## src/design/payload_collector.sv

```systemverilog
`timescale 1ns/1ps
`default_nettype none

module payload_collector #(
    parameter type payload_t = logic [7:0],
    parameter int  NUM_BYTES = 1
) (
    input  logic       clk_in,
    input  logic       reset,
    input  logic       enable,
    input  logic [7:0] rx_data,
    input  logic       rx_valid,
    output payload_t   payload,
    output logic       done
);

    localparam int W     = NUM_BYTES * 8;
    localparam int CNT_W = $clog2(NUM_BYTES + 1);

    logic [W-1:0]     shreg;
    logic [CNT_W-1:0] cnt;

    assign payload = payload_t'(shreg);

    // earlier bytes move towards the msb
    always_ff @(posedge clk_in) begin
        if (enable && rx_valid)
            shreg <= (shreg << 8) | W'(rx_data);
    end

    always_ff @(posedge clk_in) begin
        if (reset) begin
            cnt  <= '0;
            done <= 1'b0;
        end else begin
            done <= 1'b0;
            if (!enable) begin
                cnt <= '0;
            end else if (rx_valid) begin
                if (cnt == CNT_W'(NUM_BYTES - 1)) begin
                    cnt  <= '0;
                    done <= 1'b1;       // payload complete
                end else begin
                    cnt <= cnt + 1'b1;
                end
            end
        end
    end

endmodule

`default_nettype wire

```

## config.mk

```make
export PLATFORM = sky130hd
export DESIGN_NAME = payload_collector
export DESIGN_NICKNAME = d
export VERILOG_FILES = /design/src/design/payload_collector.sv
export SDC_FILE = /design/constraint.sdc
export NUM_CORES = 1
export LEC_CHECK = 0
export ABC_CLOCK_PERIOD_IN_PS = 1850
export BUFFER_PORTS_ARGS = -buffer_cell sky130_fd_sc_hd__buf_2
export CORE_AREA = 10 10 47 49
export CTS_BUF_LIST = sky130_fd_sc_hd__clkbuf_16
export CTS_CLUSTER_DIAMETER = 30
export DETAILED_ROUTE_END_ITERATION = 16
export DIE_AREA = 0 0 57 59
export PLACE_DENSITY_LB_ADDON = 0.2
export SYNTH_ARGS = -nofsm -noshare
export SYNTH_HDL_FRONTEND = slang
export SYNTH_SLANG_ARGS = --single-unit
```

## constraint.sdc

```tcl
create_clock -name clk_in -period 1.85 [get_ports clk_in]
set_input_delay 0.0925 -clock clk_in [delete_from_list [all_inputs] [get_ports clk_in]]
set_output_delay 0.0925 -clock clk_in [all_outputs]
set_load 0.03 [all_outputs]
```

* Word level (Yosys, flattened, before mapping)
Index checks and enable logic that the tools add are counted.
** Storage, ports and cells
- Flip-flop bits (word level) :: 10
- Input bits :: 12
- Output and inout bits :: 9
** Operators by class
- Multiplexer cells :: 2
- Reduce and logical (&&, ||, !) cells :: 3
- Bitwise gates (word level) :: 2
- Add/subtract/negate cells :: 1
** Operator list (number)
- 3-bit OR reduction :: 1
- 1-bit 2-to-1 mux :: 2
- 1-bit NOT :: 2
- 2-bit OR reduction :: 1
- 1-bit adder (second input constant) :: 1
- 1-bit logical AND :: 1

* Longest topological paths before layout
- Depth after elaboration :: 2
- Depth in mapped cells :: 1
- Gate-level depth less buffers :: 1

* Worst setup path before layout
Ideal clock, no wire load.
- Kind :: in2reg
- From :: in enable
- To :: reg shreg[0], in the netlist payload[0] (enable)
- Setup time :: 0.332 ns
- Cell stages on the path :: 1
- Arrival :: 0.356 ns
- Path slack :: 1.163 ns
- Data required time :: 1.518 ns
- Cells stage by stage :: and2_1
** Between the ends
- Cells in the longest elaborated chain, start to end :: 1
** RTL lines
- from (decl) :: RTL line 10 : input logic enable,
- 1-bit logical AND :: RTL line 27 : if (enable && rx_valid)
- to (signal assigned) :: RTL line 28 : shreg <= (shreg << 8) | W'(rx_data);
- to (decl) :: RTL line 20 : logic [W-1:0] shreg;
Every way passes these cells.
A chain may end at the register's enable or synchronous reset.

* Worst setup path in the final report
- From :: reg shreg[0], in the netlist payload[0]
- To :: out payload[0] (netlist name)
** RTL lines
- to (decl) :: RTL line 13 : output payload_t payload,
No word-level cell between the ends.

==> flow_summary.ini <==
[timing]
rsz0062_at_grt = false
slew_headroom = 0.767
fin_setup_tns_ns = 0
final-hold-violation-count = 0
max_freq_mhz = 1150
tightestPinTransition_ns = 0.350
drv_slew = 0
fin_crit_ns = 0.867
finalSetupViolCount = 0
setup_ws_ns = 0.983
fin_crit_sh = 0.469
whs_ns = 0.0350

[clock_network]
cts.path.max_buffers = 2
cts_sinks = 9
cts_resized = 0
h-tree-depth = 1
post_cts_buffers = 0
cts_inserted_buffers = 3
clkTransAtPathRegs_ns = 0.04
cts_tree = built
cts_root_buffer = clkbuf_16
cts_hold_buffers = 0

[worst_setup_path]
max_stage_delay_ns = 0.36
worstSetupStartpointType = flop
crit_start = payload[0]
critPathSlowestCell = edfxtp_1
endpoint = payload[0]
critical_path_arrival_ns = 0.77
worstPathCellList = buf_2
cp_num_cells = 1
end_kind = primary output
critPathRequiredTime_ns = 1.76
crit_fanout = 1
critical_path_class = reg -> out
critical_path.top_delay_family = flip-flops
worstPathBufferInverterCount = 1

[routing]
wl_per_cell_um = 13.9
drc = 0
wl_um = 709
antenna_left = 0
dr.pass1.iters = 2
vias = 187
routed_via_density = 3.67
drt_iter0_drc = 2

[grt]
grt_pass1_wl_mm = 1.05
antenna_found_initial = 0
busiest_layer = met2
grt_use_total = 0.0458
use_met3 = 0.0429
gr-total-overflow = 0
met2_usage = 0.0667
grt_pass1_vias = 213
grt_max_degree = 9
use_met1 = 0.0366

[pwr]
leakagePower_nw = 0.215
sw_frac_of_total = 0.192
internal_power_mw = 0.536
seqPwrFrac = 0.361
vdd_drop_max_mv = 0.489
p_switching_mw = 0.128
combinationalPowerShare = 0.081
power_mw = 0.663
p_clk_frac = 0.558
p_per_area_nw_per_um2 = 1400

[final_layout]
area_growth_pct = 72.3
instances_no_fill = 51
finalInstanceArea_um2 = 474
fin_util = 0.338
diodes = 0
layout-drive-gt1-share = 0.657
fin_nets = 48

[synth]
yosys_warnings = 0
yosys.cell_count.top_type = edfxtp_1
synth-edff-count = 8
synth_nets = 23
synth-seq-area-share = 0.945
yosysTopAreaCell = edfxtp_1
syn_avg_cell_area_um2 = 25.0
synth_area_leaders = edfxtp_1, dfxtp_1, and3b_1, and2_1
netlist_area_um2 = 275
synth.ff_latch_count = 9
synth_cell_types = 4
synthTopCellsByCount = edfxtp_1, and2_1, and3b_1, dfxtp_1
synth_top_cell_area_share = 0.873
synthArstFlopShare = 0
syn_inst = 11
ys.flop_type = edfxtp_1

[die]
die_h_um = 59
io-pin-count = 21
num_rows = 14
die-area_um2 = 3360
die_x_um = 57
initial_core_util = 0.196
core_um2 = 1400

[run_status]
outcome = finished clean

[hold_path]
min_path_type = in -> reg
whs_path_depth = 1

[placement]
dpl_worst_slack_ns = 0.976
gp_congestion = 0.588
dpl.cell_count = 47
place_area_um2 = 395
portBuffers = 20

[flow_run]
maxCapViolCount = 0
==> state kept, by name, summed over array words and instances, names as in the netlist <==
signal	count
done	1
payload	8
==> routing by layer <==
metal  part of all wire  wire length [um]  vias up
li1                   -                 -       89
met1               0.31               218       81
met2               0.53               377       15
met3               0.14               101        2
met4              0.016                11        0
met5                  0                 0        -
==> cells by family after synthesis <==
kind of cell | after synthesis | synth area share
AND/OR/NAND/NOR | 2 | 0.0546
flip-flops | 9 | 0.945
==> power groups by stage <==
stage	clock [mW]	combinational [mW]	sequential, mW
3_3_place_gp	0	0.0543	0.242
2_1_floorplan	0	0.00372	0.269
5_1_grt	0.391	0.0584	0.240
6_report	0.370	0.0541	0.239
3_5_place_dp	0	0.0560	0.243
4_1_cts	0.376	0.0560	0.239
==> cells in the final DEF, fill, tap and decap left out, drive strengths merged <==
cell,Yosys,final
buf,0,20
inv,0,1
clkbuf,0,3
and3b,1,1
dfxtp,1,1
edfxtp,8,8
and2,1,1
==> layout make-up <==
type	count	area, um2
fill	158	927
sequential	9	260
timing repair buffer	20	100
clock buffer	3	75.1
tap	16	20.0
multi-input combinational	2	15.0
clock inverter	1	3.75
==> worst min-delay path by stage <==
stage,slack [ns],endpoint,from
floorplan,0.19,payload[0],rx_data[0]
global placement,0.27,payload[3],rx_data[3]
detailed placement,0.27,payload[2],rx_data[2]
CTS,0.03,payload[2],rx_data[2]
global route,0.03,payload[2],rx_data[2]
finish,0.03,payload[2],rx_data[2]
Power figures use the tool's default switching activity.
