[src/design/cmd_pkg.sv]
`default_nettype none

package cmd_pkg;

    // host command bytes
    localparam logic [7:0] CMD_RED_ON     = "R";
    localparam logic [7:0] CMD_RED_OFF    = "r";
    localparam logic [7:0] CMD_GREEN_ON   = "G";
    localparam logic [7:0] CMD_GREEN_OFF  = "g";
    localparam logic [7:0] CMD_BLUE_ON    = "B";
    localparam logic [7:0] CMD_BLUE_OFF   = "b";
    localparam logic [7:0] CMD_ALL_OFF    = "0";
    localparam logic [7:0] CMD_ALL_ON     = "9";
    localparam logic [7:0] CMD_BRIGHTNESS = "T";
    localparam logic [7:0] CMD_ROW        = "L";
    localparam logic [7:0] CMD_PIXEL      = "P";

    typedef enum logic [1:0] {
        IDLE,
        READ_BRIGHTNESS,
        READ_ROW,
        READ_PIXEL
    } decoder_state_t;

    // first argument byte ends up in row
    typedef struct packed {
        logic [7:0] row;
        logic [7:0] col;
        logic [7:0] hi;
        logic [7:0] lo;
    } pixel_cmd_t;

    typedef struct packed {
        logic [7:0] mask;
    } brightness_cmd_t;

    // single-cycle update for the output registers
    typedef struct packed {
        logic [2:0] rgb_set;
        logic [2:0] rgb_clr;
        logic [7:0] toggle;
        logic       all_on;
        logic       all_off;
        logic       load;
        logic [7:0] load_mask;
    } display_cmd_t;

endpackage

`default_nettype wire

[src/design/display_control.sv]
`timescale 1ns/1ps
`default_nettype none

module display_control
    import cmd_pkg::*;
#(
    parameter int BRIGHTNESS_LEVELS = 6
) (
    input  logic                         clk_in,
    input  logic                         reset,
    input  display_cmd_t                 disp_cmd,
    input  logic                         bri_done,
    input  brightness_cmd_t              bri_payload,
    output logic [2:0]                   rgb_enable,
    output logic [BRIGHTNESS_LEVELS-1:0] brightness_enable
);

    logic [BRIGHTNESS_LEVELS-1:0] bri_base;
    logic [BRIGHTNESS_LEVELS-1:0] bri_next;

    // mask load first, then any command decoded in the same cycle
    always_comb begin
        if (bri_done)
            bri_base = bri_payload.mask[BRIGHTNESS_LEVELS-1:0];
        else
            bri_base = brightness_enable;

        if (disp_cmd.all_off)
            bri_next = '0;
        else if (disp_cmd.all_on)
            bri_next = '1;
        else
            bri_next = bri_base ^ disp_cmd.toggle[BRIGHTNESS_LEVELS-1:0];
    end

    always_ff @(posedge clk_in) begin
        if (reset) begin
            rgb_enable        <= 3'b111;
            brightness_enable <= '1;
        end else begin
            rgb_enable        <= (rgb_enable | disp_cmd.rgb_set) & ~disp_cmd.rgb_clr;
            brightness_enable <= bri_next;
        end
    end

endmodule

`default_nettype wire

[config.mk]
export PLATFORM = sky130hd
export DESIGN_NAME = display_control
export DESIGN_NICKNAME = d
export VERILOG_FILES = /design/src/design/cmd_pkg.sv /design/src/design/display_control.sv
export SDC_FILE = /design/constraint.sdc
export NUM_CORES = 1
export LEC_CHECK = 0
export BUFFER_PORTS_ARGS = -buffer_cell sky130_fd_sc_hd__buf_2
export CAP_MARGIN = 20
export CORE_AREA = 5 5 42 44
export CTS_CLUSTER_DIAMETER = 100
export DETAILED_ROUTE_END_ITERATION = 8
export DIE_AREA = 0 0 47 49
export GPL_TIMING_DRIVEN = 0
export PLACE_DENSITY_LB_ADDON = 0.2
export SLEW_MARGIN = 20
export SYNTH_ARGS = -nofsm -noshare
export SYNTH_HDL_FRONTEND = slang
export SYNTH_SLANG_ARGS = --single-unit
[constraint.sdc]
create_clock -name clk_in -period 1 [get_ports clk_in]
set_input_delay 0.15 -clock clk_in [delete_from_list [all_inputs] [get_ports clk_in]]
set_output_delay 0.15 -clock clk_in [all_outputs]
set_load 0.05 [all_outputs]
Yosys cells after proc, flatten, opt, wreduce, memory -nomap -nowiden
Index checks and enable logic that the tools add are counted.

Register bits: 9. Input port bits: 36. Output and inout bits: 9. Word-level logic and storage cells: 9.

Mux-type cells: 3. Bitwise gates (word level): 4.

Operators with widths (number): $mux W6 (3); $xor A6 B6 Y6 (1); $and A3 B3 Y3 (1); $not A3 Y3 (1); $or A3 B3 Y3 (1).

Longest topological paths before layout
Depth in word-level cells: 4. Mapped depth: 4. Gate-level depth less buffers: 3.

Worst setup path after synthesis
Ideal clock, no wire load.

Path type: register to register. From: reg brightness_enable[0]. To: reg brightness_enable[0]. Library setup time: 0.070 ns. Arrival: 1.039 ns. Required time: 0.930 ns. Setup slack: -0.109 ns. Stages on the path, launching flop included: 4. Buffers on the path: 0. Clock period less this slack: 1.109 ns. Cell sequence: dfxtp_1 mux2i_1 xor2_1 a21oi_1.

Word-level cells in the longest chain between the ends: 4.

RTL lines: start, declared (line display_control.sv:15) `output logic [BRIGHTNESS_LEVELS-1:0] brightness_enable`; start signal, assigned (line display_control.sv:42) `brightness_enable <= bri_next;`; $mux W6 (line display_control.sv:23) `if (bri_done)`; $xor A6 B6 Y6 (line display_control.sv:33) `bri_next = bri_base ^ disp_cmd.toggle[BRIGHTNESS_LEVELS-1:0];`; $mux W6 (line display_control.sv:30) `else if (disp_cmd.all_on)`; $mux W6 (line display_control.sv:28) `if (disp_cmd.all_off)`.

Every way passes these cells. A chain may end at the register's enable or synchronous reset.

Worst setup path in the final report
From: reg brightness_enable[4]. To: out brightness_enable[4].

No word-level cell between the ends.

==> metrics.cfg <==
[critical_path]
cp-start-kind = register
worstPathArrival_ns = 0.80
cp-end-kind = output pin
crit_slowest_cell = dfxtp_2
ff2ff_path_depth = 3
rrSetupSlack_ns = 0.15
cp.depth = 1
path_class = register to output pin
endpoint = brightness_enable[4]
rr_startpoint = brightness_enable[4]
cp_top_family = flip-flops
r2r-end = brightness_enable[4]
path_cells = clkbuf_4
cp_max_fo = 2
cpPeakStageDelay_ns = 0.33
path_buf_inv = 1
startpoint = brightness_enable[4]
critPathRequiredTime_ns = 0.85

[timing]
setup_viol = 0
min_period_ns = 0.953
tns_ns = 0
clock.fmax_mhz = 1050
tightest_slew_ns = 0.407
hold_viol_final = 0
slew_viol_final = 0
slew-limit-headroom_pct = 72.8
rsz0062_at_grt = false
finalWorstSetupSlack_ns = 0.0468
finalClockSkew_ns = 0
fin_crit_sh_pct = 95.3

[route]
vias = 363
wl_microns = 902
firstDrtPassIters = 3
wire_per_inst_microns = 10.5
drt-initial-drc-count = 8
vias_per_cell = 4.22
route.detailed.drc = 0
antenna_left = 0

[floorplanning]
initial_core_util_pct = 27.0
design.core.area_sq_um = 1400
io_pins = 45
die_h_microns = 49
rows = 14
die_area_sq_um = 2300
die_w_microns = 47

[grt]
antenna_found_initial = 0
grt_pass1_wl_microns = 1350
overflow = 0
grtUsageTotal_pct = 8.05
grt_max_degree = 7
grt_pass1_vias = 338

[synth]
synth_cells = 36
synth_xor_area_share_pct = 13.9
seq_area_frac_synth_pct = 47.7
ys_ff_latch = 9
synth_compound_area_share_pct = 13.9
yosysWarnings = 0
synth_fa_ha_area_share_pct = 0
netlist_top_cells_area = dfxtp_1, mux2i_1, xor2_1
synth_top_family_by_area = multiplexers
syn-num-nets = 72
synthDominantCellAreaShare_pct = 47.7
syn-cell-area_sq_um = 378
synthMuxAreaShare_pct = 15.9
synth_simple_gate_area_share_pct = 5.63
synth_top_cell_by_area = dfxtp_1
syn_area_per_cell_sq_um = 10.5
ys_types = 8

[cts]
clockRootBuffer = clkbuf_4
clkLatencyLatePin_ns = 0.25
htreeDepth = 1
post-cts-setup-buffers = 0
cts.sinks = 9
numCtsBuffers = 3
cts_tree = built
clkTransAtPathRegs_ns = 0.06
clockBufferDepth = 2

[pwr]
p_leak_nw = 0.311
vdd_drop_max_mv = 0.803
power.density_nw_per_um2 = 1590
fin_total_pwr_uw = 961

[placed_design]
hpwl_microns = 737
post-place-ws_ns = 0.120
gp_congestion = 0.681
placed_area_sq_um = 556
io_buffers = 30

[layout]
fillCellCount = 137
nNetsFinal = 107
stdcell_area_sq_um = 604
n_antenna_cell = 0
area_growth_pct = 59.9
post-route-util_pct = 43.1
drive_gt1_share_pct = 57.1

[outcome]
status = complete, no violations

[worst_hold_path]
hold_path.class = primary input to register
worstHoldPathCells = 2

[flow_run]
maxCapViolCount = 0

==> synth_stat cells (all sizes together) <==
| library cell | instances |
|---|---|
| dfxtp | 9 |
| a21oi | 6 |
| mux2i | 6 |
| xor2 | 6 |
| nor2 | 4 |
| o21bai | 3 |
| buf | 1 |
| nor2b | 1 |
==> report_power, final <==
part           internal [mW]  total (mW)  leakage (nW)  switching [mW]
clock                  0.153       0.273        0.0150           0.119
sequential             0.394       0.409        0.0747          0.0147
combinational          0.107       0.279         0.221           0.172
total                  0.655       0.961         0.311           0.306
==> state kept, by name, summed over array words and instances (netlist names) <==
signal             flops
rgb_enable             3
brightness_enable      6
==> metal layers <==
metal | wire, microns | GRT usage, % | vias to the layer above
met3 | 105 | 3.32 | 0
li1 | - | - | 191
met1 | 352 | 9.31 | 157
met2 | 445 | 12.2 | 15
met5 | 0 | 0 | -
met4 | 0 | 4.15 | 0
==> cell usage in the layout, fill, tap and decap left out, drive strengths merged <==
master  count
nor2        4
dfxtp       9
o21bai      3
xor2        6
mux2i       6
nor2b       1
clkbuf     11
buf        24
a21oi       6
==> layout make-up <==
class | count | area, sq um | share of cell area, %
buffer | 1 | 11.3 | 1.86
timing repair buffer | 30 | 173 | 28.6
sequential | 9 | 188 | 31.1
multi-input combinational | 26 | 186 | 30.8
clock buffer | 4 | 26.3 | 4.35
tap | 16 | 20.0 | 3.31
==> what timing repair did <==
item / in CTS / in global routing
endpoints found under the setup margin: 2 / 7
hold buffers: 0 / 0
gates resized for setup: 2 / 7
==> cell families after synthesis <==
kind of cell / Yosys count
mux: 6
compound gates: 9
simple gates: 5
buf+inv: 1
xor+xnor: 6
flops: 9
==> through the flow <==
step / cells / hold WS, ns
floorplan: 36 / 0.252
global placement: 82 / 0.338
detailed placement: 82 / 0.340
CTS: 86 / 0.0657
global route: 86 / 0.0657
finish: 86 / 0.0743
==> worst min path at each step <==
stage	startpoint	end	slack [ns]
6_report	disp_cmd[20]	rgb_enable[1]	0.07
3_5_place_dp	disp_cmd[20]	rgb_enable[1]	0.34
3_3_place_gp	disp_cmd[20]	rgb_enable[1]	0.34
2_1_floorplan	disp_cmd[19]	rgb_enable[0]	0.25
4_1_cts	disp_cmd[20]	rgb_enable[1]	0.07
5_1_grt	disp_cmd[20]	rgb_enable[1]	0.07
(Power assumes the default switching activity.)
