[config.mk]
export PLATFORM = sky130hd
export DESIGN_NAME = cmd_decoder
export DESIGN_NICKNAME = d
export VERILOG_FILES = /design/src/design/cmd_pkg.sv /design/src/design/cmd_decoder.sv
export SDC_FILE = /design/constraint.sdc
export NUM_CORES = 1
export LEC_CHECK = 0
export ABC_AREA = 0
export BUFFER_PORTS_ARGS = -buffer_cell sky130_fd_sc_hd__buf_4
export CORE_ASPECT_RATIO = 1.5
export CORE_MARGIN = 10
export CORE_UTILIZATION = 36
export DETAILED_ROUTE_END_ITERATION = 6
export PLACE_DENSITY = 0.68
export SKIP_CTS_REPAIR_TIMING = 1
export SLEW_MARGIN = 40
export SYNTH_ARGS = -nofsm -noshare
export SYNTH_HDL_FRONTEND = slang
export SYNTH_SLANG_ARGS = --single-unit
[constraint.sdc]
create_clock -name clk_in -period 2 [get_ports clk_in]
set_input_delay 0.1 -clock clk_in [delete_from_list [all_inputs] [get_ports clk_in]]
set_output_delay 0.1 -clock clk_in [all_outputs]
set_load 0.05 [all_outputs]
[src/design/cmd_pkg.sv]
`default_nettype none

package cmd_pkg;

    // host command bytes
    localparam logic [7:0] CMD_RED_ON     = "R";
    localparam logic [7:0] CMD_RED_OFF    = "r";
    localparam logic [7:0] CMD_GREEN_ON   = "G";
    localparam logic [7:0] CMD_GREEN_OFF  = "g";
    localparam logic [7:0] CMD_BLUE_ON    = "B";
    localparam logic [7:0] CMD_BLUE_OFF   = "b";
    localparam logic [7:0] CMD_ALL_OFF    = "0";
    localparam logic [7:0] CMD_ALL_ON     = "9";
    localparam logic [7:0] CMD_BRIGHTNESS = "T";
    localparam logic [7:0] CMD_ROW        = "L";
    localparam logic [7:0] CMD_PIXEL      = "P";

    typedef enum logic [1:0] {
        IDLE,
        READ_BRIGHTNESS,
        READ_ROW,
        READ_PIXEL
    } decoder_state_t;

    // first argument byte ends up in row
    typedef struct packed {
        logic [7:0] row;
        logic [7:0] col;
        logic [7:0] hi;
        logic [7:0] lo;
    } pixel_cmd_t;

    typedef struct packed {
        logic [7:0] mask;
    } brightness_cmd_t;

    // single-cycle update for the output registers
    typedef struct packed {
        logic [2:0] rgb_set;
        logic [2:0] rgb_clr;
        logic [7:0] toggle;
        logic       all_on;
        logic       all_off;
        logic       load;
        logic [7:0] load_mask;
    } display_cmd_t;

endpackage

`default_nettype wire

[src/design/cmd_decoder.sv]
`timescale 1ns/1ps
`default_nettype none

module cmd_decoder
    import cmd_pkg::*;
#(
    parameter int BRIGHTNESS_LEVELS = 6
) (
    input  logic         clk_in,
    input  logic         reset,
    input  logic [7:0]   rx_data,
    input  logic         rx_valid,
    input  logic         pix_done,
    input  logic         bri_done,
    input  logic         row_done,
    output logic         pix_enable,
    output logic         bri_enable,
    output logic         row_enable,
    output display_cmd_t disp_cmd,
    output logic         busy
);

    decoder_state_t state;
    decoder_state_t state_next;
    logic           cmd_done;
    logic           accept;
    logic [7:0]     digit;

    always_comb begin
        case (state)
            READ_BRIGHTNESS: cmd_done = bri_done;
            READ_ROW:        cmd_done = row_done;
            READ_PIXEL:      cmd_done = pix_done;
            default:         cmd_done = 1'b0;
        endcase
    end

    // the byte landing on a done pulse is already a new command
    assign accept = (state == IDLE) || cmd_done;
    assign busy   = !accept;
    assign digit  = rx_data - 8'h30;

    // drop enables on done so the next byte is not taken as an argument
    assign pix_enable = (state == READ_PIXEL) && !pix_done;
    assign bri_enable = (state == READ_BRIGHTNESS) && !bri_done;
    assign row_enable = (state == READ_ROW) && !row_done;

    always_comb begin
        disp_cmd   = '0;
        state_next = state;
        if (cmd_done)
            state_next = IDLE;
        if (accept && rx_valid) begin
            case (rx_data)
                CMD_RED_ON:     disp_cmd.rgb_set = 3'b001;
                CMD_RED_OFF:    disp_cmd.rgb_clr = 3'b001;
                CMD_GREEN_ON:   disp_cmd.rgb_set = 3'b010;
                CMD_GREEN_OFF:  disp_cmd.rgb_clr = 3'b010;
                CMD_BLUE_ON:    disp_cmd.rgb_set = 3'b100;
                CMD_BLUE_OFF:   disp_cmd.rgb_clr = 3'b100;
                CMD_ALL_OFF:    disp_cmd.all_off = 1'b1;
                CMD_ALL_ON:     disp_cmd.all_on = 1'b1;
                CMD_BRIGHTNESS: state_next = READ_BRIGHTNESS;
                CMD_ROW:        state_next = READ_ROW;
                CMD_PIXEL:      state_next = READ_PIXEL;
                default: begin
                    // digit d flips plane BRIGHTNESS_LEVELS-d, msb first
                    if (digit >= 8'd1 && digit <= BRIGHTNESS_LEVELS)
                        disp_cmd.toggle = 8'd1 << (BRIGHTNESS_LEVELS - digit);
                end
            endcase
        end
    end

    always_ff @(posedge clk_in) begin
        if (reset)
            state <= IDLE;
        else
            state <= state_next;
    end

endmodule

`default_nettype wire

### Yosys cells after proc, flatten, opt, wreduce, memory -nomap -nowiden

Index checks and enable logic that the tools add are counted.

| cells by class | value |
|---|---|
| add/subtract/negate cells | 2 |
| $lt $le $gt $ge | 2 |
| eq/ne operators | 14 |
| shifts and indexed selects | 1 |
| muxes and demuxes | 11 |
| reduce and logical (&&, ||, !) cells | 12 |

Operators with widths:

| cell | number |
|---|---|
| $eq A8 B7 Y1 const B | 9 |
| $shl A1 B32 Y8 const A | 1 |
| $pmux W3 S3 | 2 |
| $eq A8 B6 Y1 const B | 2 |
| $mux W16 | 1 |
| $mux W8 | 2 |
| $reduce_or A11 Y1 | 1 |
| $sub A3 B8 Y9 const A | 1 |
| $ge A8 B1 Y1 const B | 1 |
| $le A8 B3 Y1 const B | 1 |
| $sub A8 B6 Y8 const B | 1 |
| $pmux W2 S3 | 1 |
| $logic_and A1 B1 Y1 | 5 |
| $eq A2 B2 Y1 const B | 2 |
| $logic_not A1 Y1 | 4 |
| $mux W2 | 2 |
| $pmux W1 S3 | 1 |
| $eq A2 B1 Y1 const B | 1 |
| $logic_not A2 Y1 | 1 |
| $mux W1 | 2 |
| $logic_or A1 B1 Y1 | 1 |

| word-level totals | value |
|---|---|
| register bits | 2 |
| input port bits | 14 |
| output and inout bits | 29 |
| word-level logic and storage cells | 43 |

### Depth between registers and ports, before layout

| logic depth | value |
|---|---|
| depth after elaboration | 6 |
| gate-level depth with buffers | 6 |
| depth with buffers taken out | 6 |

### Worst setup path before layout

Ideal clock, no wire load.

| path | value |
|---|---|
| path kind | reg2out |
| start point | register state[0] |
| end point | output disp_cmd[11] (netlist bit) |
| data arrival time | 2.858 ns |
| data required time | 1.900 ns |
| setup slack | -0.958 ns |
| stages on the path, launching flop included | 6 |
| path buffers | 1 |
| cell sequence | dfxtp_1 buf_2 nor3b_1 a211oi_1 o21ai_1 nor4_1 |

RTL lines:

| element | RTL line | source |
|---|---|---|
| start: declaration | cmd_decoder.sv:23 | `decoder_state_t state;` |
| start signal: assignment | cmd_decoder.sv:79 | `state <= state_next;` |
| end: declaration | cmd_decoder.sv:19 | `output display_cmd_t disp_cmd,` |

==> impl_table.tex <==
\begin{tabular}{lr}
\hline
Metric & Value \\
\hline
\multicolumn{2}{l}{\textbf{Critical path}} \\
\quad Kind of critical path & primary input to primary output \\
\quad Data required time of the worst path & $\sim$1.9 ns \\
\quad Biggest fanout along the worst timing path & 6 \\
\quad Critical R2R Launch & state[1]\$\_SDFF\_PP0\_ \\
\quad Launch point of the critical path & rx\_data[4] \\
\quad Setup slack of the worst register-to-register path & approximately 0.73 ns \\
\quad Element type at the critical path end & primary output \\
\quad Endpoint arrival time on the critical path & 1.87 ns \\
\quad Category of the worst setup path launch point & primary input \\
\multicolumn{2}{l}{\textbf{Route}} \\
\quad Router iterations before antenna repair & 4 \\
\quad Total number of vias & slightly below 1,000 \\
\quad Number of vias per cell & around 5.6 \\
\quad Remaining routing DRC violations & 0 \\
\quad Routed wire per std cell & 17.1 um \\
\quad Count of nets left with antenna violations after detail routing & 0 \\
\quad Number of violations reported at the end of detailed-routing iteration 0 & 15 \\
\quad Total detailed-routing wirelength & about 3000 um \\
\multicolumn{2}{l}{\textbf{Synth}} \\
\quad Synth top cells by count & 10 x ha\_1, 9 x buf\_4, 9 x nor4\_1 \\
\quad Leading area contributor after synthesis & ha\_1 \\
\quad Yosys top cell area share & between 10\% and 20\% \\
\quad Average footprint of a synthesized cell & around 7.4 um2 \\
\quad Post-synth cell types & 37 \\
\quad Post-synthesis instance total & 107 \\
\quad Yosys Warn Count & 0 \\
\quad Synth area leaders & ha\_1 16\%, buf\_4 8.5\%, nor4\_1 7.1\% \\
\quad Number of synthesized flops with an enable pin & 0 \\
\quad Flip-flop and latch count after synthesis & 2 \\
\quad Top-count cell post-synth & ha\_1 \\
\quad Main flop type after synthesis & dfxtp\_1 \\
\quad Fraction of the yosys area taken by sequential cells & a little over 5\% \\
\quad Summed instance area of the synthesized netlist & 791 um2 \\
\quad Asr flop ratio synth & 0\% \\
\multicolumn{2}{l}{\textbf{Job}} \\
\quad Total of max-cap violations & 0 \\
\multicolumn{2}{l}{\textbf{Cells and area}} \\
\quad Area growth from synthesis to layout & 83.1\% \\
\quad Storage cell area & around 43 um2 \\
\quad Share of layout cells above drive strength 1 & roughly 54\% \\
\quad Multi-input gate area & a little under 900 um2 \\
\quad Final core utilization & a little over two thirds \\
\quad Flip-flop count of the largest register, all copies and words added & 2 \\
\quad N\_diodes & 0 \\
\quad Largest registers & state: 2 flops \\
\quad Filler instances & 171 \\
\quad Top register by number of flip-flops & state \\
\quad Count of nets after finishing & 180 \\
\multicolumn{2}{l}{\textbf{Status}} \\
\quad Outcome & complete, no violations \\
\multicolumn{2}{l}{\textbf{Placement}} \\
\quad Placement Setup Slack & -0.0322 ns \\
\quad Buffers added on ports & 33 \\
\quad Placer Congestion & 0.788 \\
\quad Post-detail-place hpwl & between 2000 and 2500 um \\
\multicolumn{2}{l}{\textbf{Die}} \\
\quad Initial Util & 38.5\% \\
\quad Die Footprint & around 0.0045 mm2 \\
\quad DIE HEIGHT & about 77 um \\
\quad Die span in x & about 58 um \\
\quad Floorplan row count & 20 \\
\quad Number of top-level pins & 43 \\
\quad Core footprint & 0.00205 mm2 \\
\multicolumn{2}{l}{\textbf{Timing}} \\
\quad Crit path setup slack, layout & 0.0304 ns \\
\quad Post-Route Hold Slack & around 0.037 ns \\
\quad Number of hold-slack violations in the final timing report & 0 \\
\quad Final worst path period need & 1.97 ns \\
\quad Final Skew & approximately 0.0017 ns \\
\quad Tcrit/Tclk final & 98.5\% \\
\quad \# setup viols final & 0 \\
\quad Number of pins exceeding their max-slew limit in the final report & 0 \\
\quad Maximum operating frequency & 508 MHz \\
\multicolumn{2}{l}{\textbf{Global routing}} \\
\quad Initial antenna violation count & 0 \\
\quad M1 GR Usage & a little under an eighth \\
\quad Busiest layer in global routing & met2 \\
\quad Met3 GRT Util & approximately 3.3\% \\
\quad Largest net degree at the start of global routing & 16 \\
\quad Global-route wire length before repair & 4510 um \\
\quad Number of global-route vias before repair & roughly 1,000 \\
\quad Total Routing Usage GR & approximately an eighth \\
\quad Met2 Usage GRT & 22.7\% \\
\quad Global-route congestion overflow total & 0 \\
\multicolumn{2}{l}{\textbf{CTS}} \\
\quad CTS Sinks & 2 \\
\quad Clock-pin slew reported for the worst setup and hold paths after clock tree synthesis & $\sim$0.030 ns \\
\quad Number of buffers created by CTS & 3 \\
\quad H-tree depth reported by CTS & 1 \\
\quad CTS tree & yes \\
\quad Clk\_lat worst skew & 0.22 ns \\
\quad Maximum count of clock buffers along a single path & 2 \\
\quad Clk Tree Root Cell & clkbuf\_4 \\
\multicolumn{2}{l}{\textbf{Pwr}} \\
\quad Relative contribution of combinational cells to total power & between 60\% and 70\% \\
\quad Switch share & a little under half \\
\quad Pwr/cell area & $\sim$240 mW/mm2 \\
\quad Peak supply drop & about 220 uV \\
\quad Share of power burned in the clock network & roughly a quarter \\
\quad Net load switching power & roughly 0.16 mW \\
\quad Internal power consumption & just under 0.2 mW \\
\quad Relative contribution of sequential cells to total power & about 12\% \\
\quad Static Leakage & 0.611 nW \\
\multicolumn{2}{l}{\textbf{Min path}} \\
\quad Critical hold path startpoint & reset \\
\quad Hold WC Path Type & primary input to flip-flop \\
\hline
\end{tabular}
## power groups by stage
stage	clock network (mW)	logic, mW	registers [mW]
2_1_floorplan	0	0.143	0.0409
3_3_place_gp	0	0.201	0.0410
3_5_place_dp	0	0.204	0.0410
4_1_cts	0.0893	0.204	0.0405
5_1_grt	0.0970	0.241	0.0405
6_report	0.0860	0.227	0.0406
## logic make-up (layout without fill, tap and decap cells)
logic type      after synthesis  in the layout  share of synthesized area [%]
other cells                   1              9                          0.474
buf+inv                      17             56                           13.6
mux                           2              2                           2.53
fa+ha+maj                    10             10                           15.8
xor+xnor                      3              3                           3.32
compound gates               13             13                           12.2
simple gates                 59             59                           47.0
flops                         2              2                           5.06
## critical path, cell delays in order
cell and delay [ns]:
buf_6 0.10, buf_4 0.15, ha_2 0.21, and4b_1 0.26, nor4_4 0.23, o21ai_2 0.13
buf_12 0.16, nor4_4 0.31, buf_6 0.20
## per-layer routing
| layer | part of all wire, % | wire length, um | up-vias |
|---|---|---|---|
| met5 | 0 | 0 | - |
| met4 | 0.20 | 6 | 0 |
| li1 | - | - | 479 |
| met3 | 5.4 | 162 | 2 |
| met2 | 57 | 1710 | 31 |
| met1 | 38 | 1130 | 466 |
## final cells by class
type | count | area share (%)
Sequential cell | 2 | 2.94
Timing Repair Buffer | 48 | 30.6
Multi-Input combinational cell | 96 | 61.4
Inverter | 5 | 1.64
Tap cell | 22 | 1.90
Clock buffer | 3 | 1.56
## placed cells by master (no fill, tap or decap), types with 3 or more instances in the layout
cell,count
buf_6,10
nor2_1,3
nor4_4,11
clkbuf_4,3
nand2_1,8
nand3_1,6
nand4_1,5
conb_1,9
nand2b_1,4
and2_1,3
nor3_1,4
buf_12,3
ha_1,6
buf_4,34
## path summary, 6_finish.rpt
path | cells past startpoint | end
setup / recovery | 9 | disp_cmd[12]
hold / removal | 2 | state[1]$_SDFF_PP0_
setup reg to reg | 5 | state[1]$_SDFF_PP0_
hold reg to reg | 2 | state[1]$_SDFF_PP0_
## per-stage QoR
stage / std cells / power [mW] / TNS [ns] / cell area, um2
after floorplan: 115 / 0.184 / -1.89 / 977
final: 176 / 0.353 / 0 / 1450
after CTS: 174 / 0.334 / -0.293 / 1320
after global placement: 171 / 0.242 / -0.00581 / 1300
after detailed placement: 171 / 0.245 / -0.103 / 1300
after global routing: 176 / 0.378 / -0.0793 / 1450
(Power assumes the default switching activity.)
