==> src/design/matrix_pkg.sv <==
`default_nettype none

package matrix_pkg;

    // 64x32 panel, two bytes per pixel
    localparam int PIXEL_WIDTH     = 64;
    localparam int PIXEL_HEIGHT    = 32;
    localparam int BYTES_PER_PIXEL = 2;

    localparam int ROW_BITS  = $clog2(PIXEL_HEIGHT);     // 5
    localparam int COL_BITS  = $clog2(PIXEL_WIDTH);      // 6
    localparam int SEL_BITS  = $clog2(BYTES_PER_PIXEL);  // 1
    localparam int ADDR_BITS = ROW_BITS + COL_BITS + SEL_BITS;

    localparam int ROW_BYTES = PIXEL_WIDTH * BYTES_PER_PIXEL;

    typedef logic [ADDR_BITS-1:0] fb_addr_t;

    // one byte write into the frame buffer
    typedef struct packed {
        logic       en;
        fb_addr_t   addr;
        logic [7:0] data;
    } fb_write_t;

endpackage

`default_nettype wire

==> src/design/cmd_pkg.sv <==
`default_nettype none

package cmd_pkg;

    // host command bytes
    localparam logic [7:0] CMD_RED_ON     = "R";
    localparam logic [7:0] CMD_RED_OFF    = "r";
    localparam logic [7:0] CMD_GREEN_ON   = "G";
    localparam logic [7:0] CMD_GREEN_OFF  = "g";
    localparam logic [7:0] CMD_BLUE_ON    = "B";
    localparam logic [7:0] CMD_BLUE_OFF   = "b";
    localparam logic [7:0] CMD_ALL_OFF    = "0";
    localparam logic [7:0] CMD_ALL_ON     = "9";
    localparam logic [7:0] CMD_BRIGHTNESS = "T";
    localparam logic [7:0] CMD_ROW        = "L";
    localparam logic [7:0] CMD_PIXEL      = "P";

    typedef enum logic [1:0] {
        IDLE,
        READ_BRIGHTNESS,
        READ_ROW,
        READ_PIXEL
    } decoder_state_t;

    // first argument byte ends up in row
    typedef struct packed {
        logic [7:0] row;
        logic [7:0] col;
        logic [7:0] hi;
        logic [7:0] lo;
    } pixel_cmd_t;

    typedef struct packed {
        logic [7:0] mask;
    } brightness_cmd_t;

    // single-cycle update for the output registers
    typedef struct packed {
        logic [2:0] rgb_set;
        logic [2:0] rgb_clr;
        logic [7:0] toggle;
        logic       all_on;
        logic       all_off;
        logic       load;
        logic [7:0] load_mask;
    } display_cmd_t;

endpackage

`default_nettype wire

==> src/design/fb_writer.sv <==
`timescale 1ns/1ps
`default_nettype none

module fb_writer
    import matrix_pkg::*;
    import cmd_pkg::*;
(
    input  logic       clk_in,
    input  logic       reset,
    input  logic       row_enable,
    input  logic [7:0] rx_data,
    input  logic       rx_valid,
    input  logic       pix_done,
    input  pixel_cmd_t pix_payload,
    output logic       row_done,
    output fb_write_t  fb_wr
);

    localparam int CNT_W = COL_BITS + SEL_BITS;

    logic                row_valid;     // row number latched
    logic [ROW_BITS-1:0] row_q;
    logic [CNT_W-1:0]    byte_cnt;
    logic                lo_pend;
    fb_addr_t            lo_addr;
    logic [7:0]          lo_data;
    logic                row_byte;

    assign row_byte = row_enable && rx_valid && row_valid;

    always_ff @(posedge clk_in) begin
        if (reset) begin
            row_valid <= 1'b0;
            byte_cnt  <= '0;
            row_done  <= 1'b0;
            lo_pend   <= 1'b0;
        end else begin
            row_done <= 1'b0;
            lo_pend  <= pix_done;
            if (!row_enable) begin
                row_valid <= 1'b0;
                byte_cnt  <= '0;
            end else if (rx_valid) begin
                if (!row_valid) begin
                    row_valid <= 1'b1;
                end else begin
                    byte_cnt <= byte_cnt + 1'b1;
                    if (byte_cnt == CNT_W'(ROW_BYTES - 1))
                        row_done <= 1'b1;
                end
            end
        end
    end

    always_ff @(posedge clk_in) begin
        if (row_enable && rx_valid && !row_valid)
            row_q <= rx_data[ROW_BITS-1:0];
        if (pix_done) begin
            lo_addr <= {pix_payload.row[ROW_BITS-1:0], ~pix_payload.col[COL_BITS-1:0], 1'b0};
            lo_data <= pix_payload.lo;
        end
    end

    always_comb begin
        fb_wr = '0;
        if (row_byte) begin
            fb_wr.en   = 1'b1;
            fb_wr.addr = {row_q, ~byte_cnt};    // count is {col, sel}, both inverted
            fb_wr.data = rx_data;
        end else if (pix_done) begin
            fb_wr.en   = 1'b1;
            fb_wr.addr = {pix_payload.row[ROW_BITS-1:0], ~pix_payload.col[COL_BITS-1:0], 1'b1};
            fb_wr.data = pix_payload.hi;
        end else if (lo_pend) begin
            fb_wr.en   = 1'b1;                  // second half of pixel burst
            fb_wr.addr = lo_addr;
            fb_wr.data = lo_data;
        end
    end

endmodule

`default_nettype wire

==> config.mk <==
export PLATFORM = sky130hd
export DESIGN_NAME = fb_writer
export DESIGN_NICKNAME = d
export VERILOG_FILES = /design/src/design/matrix_pkg.sv /design/src/design/cmd_pkg.sv /design/src/design/fb_writer.sv
export SDC_FILE = /design/constraint.sdc
export NUM_CORES = 1
export LEC_CHECK = 0
export BUFFER_PORTS_ARGS = -buffer_cell sky130_fd_sc_hd__buf_2
export CAP_MARGIN = 30
export CORE_MARGIN = 5
export CORE_UTILIZATION = 50
export DETAILED_ROUTE_END_ITERATION = 10
export PLACE_DENSITY = 0.91
export SYNTH_ARGS = -nofsm -noshare
export SYNTH_HDL_FRONTEND = slang
export SYNTH_SLANG_ARGS = --single-unit
==> constraint.sdc <==
create_clock -name clk_in -period 4.58 [get_ports clk_in]
set_clock_uncertainty 0.2 [all_clocks]
set_input_delay 0.687 -clock clk_in [delete_from_list [all_inputs] [get_ports clk_in]]
set_output_delay 0.687 -clock clk_in [all_outputs]
set_load 0.02 [all_outputs]
* Word-level counts from Yosys, hierarchy flattened
Cells that the tools add are included.
** Storage, ports and cells
- Register bits :: 34
- Bits of input ports :: 45
- Output and inout bits :: 22
** Operators by class
- Equality and inequality tests :: 1
- Bitwise gates (word level) :: 5
- Reduce and logical (&&, ||, !) cells :: 7
- Add/subtract/negate cells :: 1
- Multiplexer cells :: 4
** Operator list (number)
- 2-to-1 mux 21 bit :: 3
- adder 7 x 1 -> 7 bit (second input constant) :: 1
- equality test 7 bit (second input constant) :: 1
- NOT 7 bit :: 1
- NOT 6 bit :: 1
- OR reduction 4 bit :: 1
- logical AND 1 bit :: 3
- NOT 1 bit :: 3
- AND reduction 2 bit :: 1
- OR reduction 2 bit :: 1
- zero test 1 bit :: 1
- 2-to-1 mux 1 bit :: 1

* Logic depth before layout (Yosys ltp)
- Depth after elaboration :: 3
- Gate-level depth with buffers :: 6
- Mapped depth without buffers :: 4

* Worst setup path after synthesis
No wires, ideal clock.
- Path type :: input-to-output
- From :: input rx_valid
- To :: output fb_wr[8] (netlist name)
- Stages :: 4
- Arrival :: 1643 ps
- Path slack :: 2050 ps
- Buffers on the path :: 2
- Path through :: buf_6 nand3_1 buf_2 o21ai_0
** RTL lines
- start, declared :: line fb_writer.sv:12 : input logic rx_valid,
- end, declared :: line fb_writer.sv:16 : output fb_write_t fb_wr

==> results.txt <==
The met3 demand-to-capacity share in global routing is 3.571%. The clock reaches the later pin of the worst-skew pair after ~330 ps. The count of cell types in the netlist came out at 26. The initial DRC count is 74. The worst setup path is captured at an output pin. The number of remaining DRC errors came out at 0. Global routing used between 10% and 20% of the available tracks across all layers. Dividing the detail-routed wire length by the instance count gives between 10 and 15 um. The sequential fraction of the synthesis area came out at 58.79%. From bottom edge to top edge, the die measures 65.98 um. The cell type group with the largest total delay on the critical path is buffers and inverters. The detail-routed via count per cell is between 5 and 6. Clock tree synthesis selected as its root buffer the cell sky130_fd_sc_hd__clkbuf_4. Setup repair after global routing left no endpoint under its margin.

The total clock buffers created by CTS is 5. Of all nets on the critical path, the largest fanout is 43. The quantity of gates resized following cts came out at 0. Power spread over the standard cell area amounts to around 330 nW/um^2. The average footprint of a synthesized cell came out at 10.73 um^2. The fraction of the cycle the final worst path needs is between 70% and 80%.

The number of buffers added on ports came out at just over 60. The post-synthesis register bit count came out at 34. The final instance area is 1929 um^2.

Together, buffers and inverters on the worst path number 3. The number of nets in the layout is 250. The synthesized design spends more area on one cell type than any other, namely sky130_fd_sc_hd__edfxtp_1. The final hold violation count is 0. Synthesis handed over a netlist of about 150 instances. The clock transition time at the flip-flop clock pins of the worst setup and hold paths came out at around 110 ps.

Walking the worst path, the cells encountered are buf_2, nor2b_1, buf_4, a221oi_1, nor2_1, buf_2. In this design, the stage delay of the slowest critical-path cell is 610 ps. STA classifies the critical path startpoint as an input pin.

The setup path with the least slack is of type in -> out. After detailed routing, the total wire length is about 3700 um. Counting along the longest clock path gives a buffer depth of 2. The max-slew violation count came to 0. The core box area came out at slightly above 3000 um^2. Relative to the synthesized area, the layout overhead comes to 23.16%. The ratio of cells with drive above 1 in the final layout is between 30% and 40%. The setup-violating endpoint count in the final report is 0. The post-CTS setup buffer count is 0. The CTS tree is yes. The top cell type's share of synthesized area came out at a little under half. During synthesis, Yosys emitted a total of 0 warnings.

The first global-routing pass estimated just under 6000 um of wire. The die width came out at between 60 and 70 um. The cell area that synthesis handed to floorplanning was around 1600 um^2. The clock net sink count came out at 34. The starting utilization of the core area is between 50 and 60%.

The number of antenna violations at the first check in global routing came out at 0. The I/O pin total is 67. The number of H-tree levels came out at 2. Hold repair after CTS inserted 0 buffers. The flow ran to the end, and the final reports show no timing, DRC or antenna violations. The antenna diode count is 0. The placed wire-length estimate after detailed placement is 2708 um. The site row count came out at 20. The floorplan step defined a die boundary enclosing 4353 um^2. After global routing the overflow that remains totals 0. After synthesis, the cell types taking the most area are sky130_fd_sc_hd__edfxtp_1, sky130_fd_sc_hd__dfxtp_1, sky130_fd_sc_hd__a221oi_1. The weighted congestion at the end of routability-driven global placement came out at ~0.86. The first-pass detailed-route iteration total came out at 4. Based on the critical path, the design can be clocked at up to about 300 MHz. The via total after detailed routing is 1332. The required time of the critical path is 3690 ps. The met1 routing resource usage after global routing is 21.68%. The global routing's busiest layer is met2. The total of fill cells in the finished design came out at between 200 and 300. The min-delay analysis places its worst path in the category reg -> reg. The number of max-cap violations came out at 0. The slowest cell on the critical path is sky130_fd_sc_hd__buf_2. At the pin with the least slew margin, the transition time is 909.2 ps. The number of global-route vias before repair is 1248. When the netlist entered floorplanning its net count stood at 192. The antenna violation net count after detailed routing is 0.

The tightest slew margin relative to the limit came out at between 30% and 40%. In the global route stage, met2 resource usage came out at 28.79%. The leakage power is around 0.83 nW.

The clock period minus worst slack is between 3000 and 4000 ps. For the final routed database, the setup TNS stands at 0 ps. The maximum vdd drop came out at 0.1460 mV. The most frequent cell on the critical path is sky130_fd_sc_hd__buf_2. Entering global routing, the biggest net connects 44 pins. Data arrives at the worst endpoint at between 2000 and 2500 ps. The placed instance area came out at between 1500 and 2000 um^2.
[cells in the mapped netlist (all sizes together)]
master  instances
or4             1
and2b           1
clkbuf          2
nand3           5
or3             4
nor2           30
a21oi          10
and3            1
ha              1
nand4           2
nand3b          1
a221oi         18
o211ai          1
nor2b           2
nand2           8
xor2            2
buf             9
edfxtp         24
nand2b          1
o21ai           4
inv             7
dfxtp          10
a31oi           1
nor3            1
[kinds of logic after synthesis]
family | Yosys count | share of synthesized area (%)
buffers and inverters | 18 | 6.629
AO/OA/AOI/OAI | 34 | 16.21
AND/OR/NAND/NOR | 57 | 16.45
XOR/XNOR | 2 | 1.118
adder cells (fa/ha/maj) | 1 | 0.7986
flip-flops | 34 | 58.79
[registers in the layout (all words and copies together), names as in the netlist]
register	flops
byte_cnt	7
row_done	1
row_q	5
lo_data	8
row_valid	1
lo_pend	1
lo_addr	11
[final timing paths]
kind | from | end | slack [ps] | depth (start not counted)
hold reg to reg | byte_cnt[6]$_SDFFE_PP0P_ | row_done$_SDFF_PP0_ | 290 | 2
hold / removal | byte_cnt[6]$_SDFFE_PP0P_ | row_done$_SDFF_PP0_ | 290 | 2
setup / recovery | pix_done | fb_wr[19] | 1320 | 6
setup reg to reg | byte_cnt[0]$_SDFFE_PP0P_ | byte_cnt[6]$_SDFFE_PP0P_ | 2950 | 4
[layout by cell type, fill, tap and decap left out]
cell,instances
sky130_fd_sc_hd__buf_2,61
sky130_fd_sc_hd__nor2_1,30
sky130_fd_sc_hd__edfxtp_1,24
sky130_fd_sc_hd__a221oi_1,16
sky130_fd_sc_hd__a21oi_1,10
sky130_fd_sc_hd__dfxtp_1,10
sky130_fd_sc_hd__nand2_1,8
sky130_fd_sc_hd__inv_1,7
sky130_fd_sc_hd__nand3_1,5
sky130_fd_sc_hd__clkbuf_4,5
sky130_fd_sc_hd__o21ai_0,4
sky130_fd_sc_hd__or3_1,4
sky130_fd_sc_hd__nor2b_1,2
sky130_fd_sc_hd__a221oi_2,2
sky130_fd_sc_hd__nand4_1,2
sky130_fd_sc_hd__xor2_1,2
sky130_fd_sc_hd__clkinv_2,2
sky130_fd_sc_hd__and3_1,1
sky130_fd_sc_hd__nand3b_1,1
sky130_fd_sc_hd__a31oi_1,1
sky130_fd_sc_hd__o211ai_1,1
sky130_fd_sc_hd__nand2b_1,1
sky130_fd_sc_hd__or4_1,1
sky130_fd_sc_hd__nor3_1,1
sky130_fd_sc_hd__and2b_1,1
sky130_fd_sc_hd__ha_1,1
sky130_fd_sc_hd__clkbuf_16,1
sky130_fd_sc_hd__buf_4,1
[final cells by class]
| type | instances | area [um^2] | share of cell area (%) |
|---|---|---|---|
| Timing Repair Buffer | 62 | 312.8 | 16.21 |
| Clock inverter | 2 | 10.01 | 0.5188 |
| Clock buffer | 6 | 62.56 | 3.243 |
| Inverter | 7 | 26.28 | 1.362 |
| Tap cell | 44 | 55.05 | 2.853 |
| Sequential cell | 34 | 920.9 | 47.73 |
| Multi-Input combinational cell | 94 | 541.8 | 28.08 |
[where the power goes]
group	leakage, nW	internal [mW]	total [mW]	switching, mW
combinational	0.477	0.0358	0.0913	0.0554
sequential	0.314	0.347	0.353	0.00605
clock	0.0431	0.0912	0.193	0.101
[through the flow]
| stage | setup WS [ps] | hold WS, ps | instances | util [%] | power, mW |
|---|---|---|---|---|---|
| after CTS | 1298 | 283.1 | 249 | 63.72 | 0.6417 |
| after global placement | 1362 | 252.9 | 241 | 61.32 | 0.4480 |
| after floorplan | 2050 | 232.8 | 146 | - | 0.4110 |
| final | 1316 | 290.3 | 249 | 63.72 | 0.6369 |
| after global routing | 1103 | 294.7 | 249 | 63.72 | 0.6677 |
| after detailed placement | 1308 | 268.0 | 241 | 61.32 | 0.4518 |
[metal layers]
| metal | up-vias | wire length (um) |
|---|---|---|
| met5 | - | 0 |
| met4 | 0 | 59 |
| met3 | 5 | 253 |
| met2 | 53 | 1934 |
| met1 | 620 | 1473 |
| li1 | 654 | - |
[worst register-to-register path, cell delays in order (launching register included)]
cell and delay (ps):
sky130_fd_sc_hd__dfxtp_1 430, sky130_fd_sc_hd__ha_1 190, sky130_fd_sc_hd__nand4_1 190, sky130_fd_sc_hd__or3_1 410
sky130_fd_sc_hd__a21oi_1 140
No activity file was read; power rests on OpenSTA's default activity.
